==> src/hdl/hwce_params.svh <==
// convolution engine parameters
`ifndef HWCE_PARAMS_SVH
`define HWCE_PARAMS_SVH

// datapath widths
`define HWCE_CONV_WIDTH 16 // pixel, weight and output
`define HWCE_SUM_WIDTH  48 // accumulator, fits a dsp48 adder

// array dimensions
`define HWCE_NPX   4 // pixels per column per beat
`define HWCE_N_ROW 2 // output rows
`define HWCE_N_COL 2 // input columns

// configuration field widths
`define HWCE_FS_WIDTH 4 // filter side, 1 to 15
`define HWCE_QF_WIDTH 5 // fixed point shift

`endif
==> src/hdl/hwce_data_pkg.sv <==
// convolution engine data types
`include "hwce_params.svh"

package hwce_data_pkg;

   typedef logic signed [`HWCE_CONV_WIDTH-1:0] pixel_t;
   typedef logic signed [`HWCE_CONV_WIDTH-1:0] weight_t;
   typedef logic signed [`HWCE_SUM_WIDTH-1:0]  acc_t;

   // one input beat: all columns plus a weight per row and column
   typedef struct packed {
      pixel_t  [`HWCE_N_COL-1:0][`HWCE_NPX-1:0]   pix;
      weight_t [`HWCE_N_ROW-1:0][`HWCE_N_COL-1:0] wgt;
   } x_beat_t;

   // one output beat, every row at once
   typedef struct packed {
      pixel_t [`HWCE_N_ROW-1:0][`HWCE_NPX-1:0] pix;
   } y_beat_t;

   // window totals of a single row
   typedef acc_t [`HWCE_NPX-1:0] row_acc_t;

endpackage

==> src/hdl/hwce_ctrl_pkg.sv <==
// convolution engine control types
`include "hwce_params.svh"

package hwce_ctrl_pkg;

   typedef logic [`HWCE_FS_WIDTH-1:0] fs_t; // filter side and window position
   typedef logic [`HWCE_QF_WIDTH-1:0] qf_t;

   // sampled once at engine start
   typedef struct packed {
      fs_t                                       fs_w;
      fs_t                                       fs_h;
      qf_t                                       qf;
      logic                                      bias_en;
      logic                                      relu_en;
      hwce_data_pkg::pixel_t [`HWCE_N_ROW-1:0]   bias;
   } engine_cfg_t;

   typedef enum logic {
      SEQ_IDLE = 1'b0,
      SEQ_RUN  = 1'b1
   } seq_state_t;

endpackage

==> src/hdl/hwce_window_seq.sv <==
// filter window sequencer
`timescale 1ns/100ps

module hwce_window_seq (
   input  logic                       clk,
   input  logic                       rst_n,
   input  hwce_ctrl_pkg::engine_cfg_t cfg_i,
   input  logic                       engine_start_i,
   input  logic                       clear_i,
   input  logic                       x_valid_i,
   input  logic                       advance_i,
   output logic                       x_ready_o,
   output logic                       x_fire_o,
   output logic                       win_last_o,
   output logic                       busy_o,
   output hwce_ctrl_pkg::engine_cfg_t cfg_o
);

   import hwce_ctrl_pkg::*;

   seq_state_t  state_q;
   seq_state_t  state_d;
   engine_cfg_t cfg_q;
   fs_t         cnt_w_q; // column position inside the window
   fs_t         cnt_h_q; // line position inside the window
   logic        w_end;
   logic        h_end;
   logic        start;

   assign start = (state_q == SEQ_IDLE) && engine_start_i;

   always_comb begin
      state_d = state_q;
      if (clear_i) begin
         state_d = SEQ_IDLE; // clear beats start
      end else if (start) begin
         state_d = SEQ_RUN;
      end
   end

   always_ff @(posedge clk or negedge rst_n) begin
      if (!rst_n) begin
         state_q <= SEQ_IDLE;
         cfg_q   <= '0;
      end else begin
         state_q <= state_d;
         if (start && !clear_i) begin
            cfg_q <= cfg_i;
         end
      end
   end

   // accept only while running and the pipeline moves
   assign x_ready_o = (state_q == SEQ_RUN) && advance_i;
   assign x_fire_o  = x_valid_i && x_ready_o;

   // width counts first, height steps when width wraps
   assign w_end      = (cnt_w_q == cfg_q.fs_w - fs_t'(1));
   assign h_end      = (cnt_h_q == cfg_q.fs_h - fs_t'(1));
   assign win_last_o = w_end && h_end;

   always_ff @(posedge clk or negedge rst_n) begin
      if (!rst_n) begin
         cnt_w_q <= '0;
         cnt_h_q <= '0;
      end else if (clear_i) begin
         cnt_w_q <= '0;
         cnt_h_q <= '0;
      end else if (x_fire_o) begin
         if (w_end) begin
            cnt_w_q <= '0;
            cnt_h_q <= h_end ? fs_t'(0) : cnt_h_q + fs_t'(1); // next window starts at 0,0
         end else begin
            cnt_w_q <= cnt_w_q + fs_t'(1);
         end
      end
   end

   assign busy_o = (state_q == SEQ_RUN);
   assign cfg_o  = cfg_q;

endmodule

==> config.mk <==
export PLATFORM = sky130hd
export DESIGN_NAME = hwce_window_seq
export DESIGN_NICKNAME = d
export VERILOG_FILES = /design/src/hdl/hwce_data_pkg.sv /design/src/hdl/hwce_ctrl_pkg.sv /design/src/hdl/hwce_window_seq.sv
export VERILOG_INCLUDE_DIRS = /design/src /design/src/hdl
export SDC_FILE = /design/constraint.sdc
export NUM_CORES = 1
export LEC_CHECK = 0
export ABC_AREA = 1
export CELL_PAD_IN_SITES_DETAIL_PLACEMENT = 1
export CELL_PAD_IN_SITES_GLOBAL_PLACEMENT = 2
export CORE_MARGIN = 10
export CORE_UTILIZATION = 30
export DETAILED_ROUTE_END_ITERATION = 8
export DONT_BUFFER_PORTS = 1
export PLACE_DENSITY = 0.63
export SLEW_MARGIN = 10
export SYNTH_ARGS = -nofsm -noshare
export SYNTH_HDL_FRONTEND = slang
export SYNTH_SLANG_ARGS = --single-unit
==> constraint.sdc <==
create_clock -name clk -period 2.9 [get_ports clk]
set_input_delay 0.29 -clock clk [delete_from_list [all_inputs] [get_ports clk]]
set_output_delay 0.29 -clock clk [all_outputs]
set_load 0.01 [all_outputs]
==> impl_metrics.tcl, run 1 <==
set metrics [dict create \
    status "finished, final reports clean" \
    synth.area.top_cells "dfrtp_1 (53%), mux2_4 (19%), nand2_1 (7.1%)" \
    areaGrowthSynthToFinish_pct 7.26 \
    yosysSeqAreaShare_pct 52.8 \
    yosysTopAreaCellShare_pct 52.8 \
    timing.rr.start "busy_o" \
    syn_inst 225 \
    wire_per_inst_um 18.5 \
    netlist_top_cells_count "dfrtp_1 (56), nand2_1 (50), mux2_4 (34), nor2_1 (22), inv_1 (17)" \
    hpwlAfterDp_um 4710 \
    numCtsBuffers 5 \
    synth-edff-count 0 \
    core_area_sq_mm 0.00868 \
    drt_iter0_drc 43 \
    yosysMostFrequentCell "dfrtp_1" \
    critPathMaxFanout 5 \
    fin_skew_ns 0.00450 \
    drc 0 \
    maxCapViolCount 0 \
    power_mw 2.02 \
    ant_nets 0 \
    path_cells "inv_1, ha_1, xnor2_1, nor2_1, nand3_1, nor2_1" \
    crit_start "cfg_o[39]" \
    io_buffers 0 \
    grt_max_degree 57 \
    rsz0062_at_grt "no" \
    arrival_ns 1.90 \
    critPathTopFamily "simple AND/OR/NAND/NOR gates" \
    layout-drive-gt1-share_pct 22.2 \
    yosysUniqueCellTypes 20 \
    regToRegSetupSlack_ns 1.00 \
    ir_drop_uv 254 \
    place_congestion 0.649 \
    critPathLaunchType "flop" \
    crit_buf_inv 1 \
    period_share_pct 75.5 \
    max_freq_mhz 457 \
    powerDensity_mw_per_mm2 709 \
    grt_first_pass_wirelength_um 10200 \
    cts_resized 0 \
    post_cts_buffers 0 \
    clk_pin_slew_ns 0.10 \
    hp-class "primary input to flop" \
    cts-root-buf "clkbuf_8" \
    avgSynthCellArea_sq_um 11.8 \
    clkLatencyLatePin_ns 0.30 \
    die_y_um 114 \
    io_pins 104 \
    worst_setup_path_end_kind "primary output" \
    ys_warn_count 0 \
    p_leak_nw 1.44 \
    antenna_cells 0 \
    synth_top_flop_cell "dfrtp_1" \
    min_period_ns 2.19 \
    die_w_um 114 \
    drt-pass1-iter-count 4 \
    slew_violations 0 \
    cts_tree "yes" \
    slew_headroom_pct 67.8 \
    crit_top_cell "nor2_1" \
    overflow 0 \
    via_per_inst 4.70 \
    cp_slowest_stage_delay_ns 0.48 \
    synth.largest_area_cell "dfrtp_1" \
    worst_pin_slew_ns 0.483 \
    cp_data_required_time_ns 2.61 \
    grt_pass1_vias 1834 \
    synth.cell_area_sq_mm 0.00265 \
    track_usage_pct 9.70 \
    cp_slowest_cell "dfrtp_1" \
    antenna_found_initial 0 \
    layout.nets 286 \
    row_count 34 \
    synth_seq_cells 56 \
    fillers 989 \
    die_area_sq_mm 0.0130 \
    async_reset_ff_share_pct 100 \
    dr_total_vias 1590 \
    finalSetupViolCount 0 \
    syn_nets 282 \
    path_class "flop to primary output" \
    setup_tns_ns 0 \
    cts_buffer_depth 2 \
    htreeDepth 2 \
    drt_wl_total_um 6260 \
    fin_util_pct 32.8 \
    clock-sinks 56 \
    hold_path_startpoint "clear_i" \
    initial_core_util_pct 30.6 \
    hold_violations 0 \
]
## worst reg2reg max path: cells and delay by family, from the launching register on
family	cells	cell delay, ns
buf+inv	1	0.51
flops	1	0.46
simple gates	1	0.46
mux	1	0.37
## registers in the layout (all words and copies together), names as in the netlist
register and flops:
cfg_o 47, cnt_h_q 4, cnt_w_q 4, busy_o 1
## logic make-up after synthesis
group | Yosys count | synth area share [%]
and+or+nand+nor | 84 | 12.9
adders and majority gates | 4 | 1.89
DFF | 56 | 52.8
AOI/OAI and AO/OA | 10 | 2.41
muxes | 39 | 21.4
buffers and inverters | 24 | 5.94
xor gates and xnor gates | 8 | 2.64
## final cells by class
class                   count  area [sq um]  share of cell area [%]
clock inverters             1          7.51                   0.264
well taps                 108           135                    4.75
flip-flops and latches     56          1400                    49.3
multi-input cells         145          1100                    38.7
inverters                  18          67.6                    2.37
clock buffers               7          86.3                    3.03
repair buffers              3          45.0                    1.58
## path summary, 6_finish.rpt
kind	endpoint	cells after the start
worst max-delay path	win_last_o	6
worst min-delay path	busy_o	1
worst max register to register	cfg_o[15]	3
worst min register to register	cnt_w_q[3]	2
max in group asynchronous	cnt_h_q[3]	2
min in group asynchronous	cfg_o[40]	2
## report_power, final
| part | switching [mW] | total, mW | internal [mW] |
|---|---|---|---|
| Combinational | 0.183 | 0.421 | 0.239 |
| Sequential | 0.213 | 1.14 | 0.930 |
| Clock | 0.258 | 0.453 | 0.195 |
## routing by layer
| metal | up-vias | global-route usage [%] | routed length (um) |
|---|---|---|---|
| met1 | 789 | 11.6 | 2700 |
| met5 | - | 0 | 0 |
| met4 | 0 | 2.26 | 29 |
| met2 | 66 | 14.5 | 2730 |
| li1 | 733 | - | - |
| met3 | 2 | 5.83 | 802 |
## cells in the final DEF, fill, tap and decap left out, drive strengths merged, types with 2 or more instances in the layout
cell,synthesis,final
dfrtp,56,56
nand2,50,50
mux2,39,39
nor2,22,22
inv,18,18
a21oi,8,8
nand3,7,7
clkbuf,0,7
xnor2,4,4
xor2,4,4
ha,4,4
nand4,3,3
nand3b,2,2
buf,6,2
## what timing repair did
action                                  4_1_cts  5_1_grt
endpoints found under the hold margin        56        0
endpoints found under the setup margin        0        0
hold buffers                                  2        0
## stage by stage
step	setup slack (ns)	instances	hold WS, ns	area [sq um]
after floorplan	1.21	225	-0.00559	2650
after global placement	1.01	328	-0.00325	2710
after detailed placement	0.992	328	-0.00296	2710
after CTS	0.620	338	0.0140	2850
after global routing	0.505	338	0.00940	2850
final	0.711	338	0.0349	2850
No activity file was read; power rests on OpenSTA's default activity.
==> inputs of run 2 (changes only) <==
--- a/config.mk
+++ b/config.mk
@@ -13,7 +13,7 @@
 export CORE_UTILIZATION = 30
 export DETAILED_ROUTE_END_ITERATION = 8
 export DONT_BUFFER_PORTS = 1
-export PLACE_DENSITY = 0.63
+export PLACE_DENSITY = 0.65
 export SLEW_MARGIN = 10
 export SYNTH_ARGS = -nofsm -noshare
 export SYNTH_HDL_FRONTEND = slang
==> constraint.sdc (replaced) <==
create_clock -name clk -period 1.8 [get_ports clk]
set_input_delay 0.18 -clock clk [delete_from_list [all_inputs] [get_ports clk]]
set_output_delay 0.18 -clock clk [all_outputs]
set_load 0.01 [all_outputs]
==> run 2 against run 1 <==
  * Global-route usage rose by 0.24 points
  * Register-to-register slack got worse by 0.83 ns
  * Via count rose by 9.3%
  * Total power rose by 68%
  * Wire length rose by 8.5%
  * Non-clock buffer count rose by 44
  * Flip-flop and latch count did not move
  * Critical endpoint unchanged
==> impl_metrics.tcl, run 2 (synthesized netlist as in run 1, its figures left out) <==
set metrics [dict create \
    layout_common_cells "dfrtp_1 (56), nand2_1 (49), dlygate4sd3_1 (35), mux2_4 (34), nor2_1 (21)" \
    path_cells "inv_2, ha_4, xnor2_1, nor2_1, nand3_2, nor2_4" \
    crit_start "cfg_o[40]" \
    finalNonFillerCells 381 \
    hold_violations 0 \
    cp_data_required_time_ns 1.62 \
    io_buffers 0 \
    final_area_sq_mm 0.00330 \
    grt_first_pass_wirelength_um 10400 \
    period_share_pct 95.8 \
    dr_wl_met2_um 3160 \
    layout.nets 330 \
    clk_pin_slew_ns 0.10 \
    worst_setup_path_end_kind "primary output" \
    r2r_cells 9 \
    dr_total_vias 1738 \
    regToRegSetupSlack_ns 0.17 \
    cp_slowest_stage_delay_ns 0.40 \
    io_pins 104 \
    htreeDepth 2 \
    layout-drive-gt1-share_pct 26.4 \
    reg2reg_to "cnt_h_q[3]" \
    wire_per_inst_um 17.8 \
    arrival_ns 1.54 \
    drc 0 \
    finalSetupViolCount 0 \
    status "finished, final reports clean" \
    wl_met3_um 802 \
    clkLatencyLatePin_ns 0.30 \
    fin_skew_ns 0.00455 \
    critPathMaxFanout 4 \
    hp-class "primary input to flop" \
    min_period_ns 1.72 \
    grt_max_degree 57 \
    powerDensity_mw_per_mm2 1020 \
    initial_core_util_pct 30.6 \
    min_path_cells 1 \
    fin_worst_hold_slack_ns 0.0197 \
    drt_wl_total_um 6800 \
    topRoutingLayerUsed "met4" \
    slew_violations 0 \
    largest_reg_flops 47 \
    placed_cell_area_sq_mm 0.00275 \
    areaGrowthSynthToFinish_pct 24.6 \
    track_usage_pct 9.94 \
    die_w_um 114 \
    max_freq_mhz 580 \
    cts_tree "yes" \
    setup_ws_ns 0.0754 \
    cts-root-buf "clkbuf_8" \
    cp_slowest_cell "dfrtp_1" \
    core_area_sq_mm 0.00868 \
    ir_drop_uv 415 \
    worst_pin_slew_ns 0.488 \
    ant_nets 0 \
    path_class "flop to primary output" \
    via_per_inst 4.56 \
    routedLengthMet1_um 2800 \
    hpwlAfterDp_um 4730 \
    overflow 0 \
    antenna_found_initial 0 \
    drt_iter0_drc 44 \
    slew_headroom_pct 67.5 \
    numCtsBuffers 5 \
    grt_pass1_vias 1901 \
    rsz0062_at_grt "yes" \
    row_count 34 \
    cts_buffer_depth 2 \
    layout_commonest_cell "dfrtp_1" \
    die_area_sq_mm 0.0130 \
    critPathCapture "win_last_o" \
    clock-sinks 56 \
    drt-pass1-iter-count 3 \
    timing.rr.start "cfg_o[44]" \
    critPathLaunchType "flop" \
    placed_cells 333 \
    setup_tns_ns 0 \
    die_y_um 114 \
    p_leak_nw 1.62 \
    antenna_cells 0 \
    maxCapViolCount 0 \
    dpl_worst_slack_ns 0.144 \
    place_congestion 0.688 \
]
==> run 2: cell count changes in the layout (fill, tap and decap cells not counted), moves of 2 or more <==
| cell | delta |
|---|---|
| nand3_1 | -2 |
| nand3_2 | +2 |
| ha_1 | -2 |
| dlygate4sd3_1 | +34 |
| inv_2 | +4 |
| ha_4 | +2 |
| inv_1 | -4 |
| buf_4 | +10 |
==> run 2: worst min-delay path by stage <==
| stage | slack [ns] | to | startpoint |
|---|---|---|---|
| 4_1_cts | 0.0003 | cfg_o[25] | cfg_i[25] |
| 5_1_grt | 0.002 | cfg_o[5] | cfg_i[5] |
| 3_3_place_gp | -0.11 | cfg_o[40] | rst_n |
| 3_5_place_dp | -0.11 | cfg_o[40] | rst_n |
| 6_report | 0.02 | cfg_o[19] | cfg_i[19] |
| 2_1_floorplan | -0.12 | busy_o | rst_n |
==> run 2: power by group <==
| group | internal [mW] | switching (mW) |
|---|---|---|
| clock network | 0.273 | 0.421 |
| logic | 0.492 | 0.363 |
| registers | 1.50 | 0.335 |
| total | 2.26 | 1.12 |
==> run 2: timing repair <==
item	in CTS	in global routing
setup endpoints to repair	1	6
endpoints found under the hold margin	71	18
buffers inserted	2	3
resized for setup	5	7
hold buffers	18	18
pin swaps	3	7
==> run 2: layer usage <==
metal / track usage [%] / vias up
met5: 0 / -
met4: 2.26 / 0
met3: 5.98 / 2
met2: 15.8 / 69
met1: 11.2 / 846
li1: - / 821
==> run 2: worst max-delay path, delay by kind of cell (launching register included) <==
family,cells,cell delay (ns)
buf+inv,1,0.11
simple gates,3,0.40
fa+ha+maj,1,0.21
flops,1,0.40
xor+xnor,1,0.11
==> run 2: final cells by class <==
class / count / area [sq um]
inverters: 18 / 67.6
fillers: 943 / 5370
flip-flops and latches: 56 / 1400
well taps: 108 / 135
repair buffers: 47 / 460
multi-input cells: 145 / 1150
clock inverters: 2 / 16.3
clock buffers: 5 / 68.8
==> run 2: through the flow <==
step | utilization, % | total power [mW]
after CTS | 35.3 | 3.38
after floorplan | - | 2.37
after detailed placement | 31.7 | 2.56
after global routing | 38.1 | 3.63
after global placement | 31.7 | 2.54
final | 38.1 | 3.38
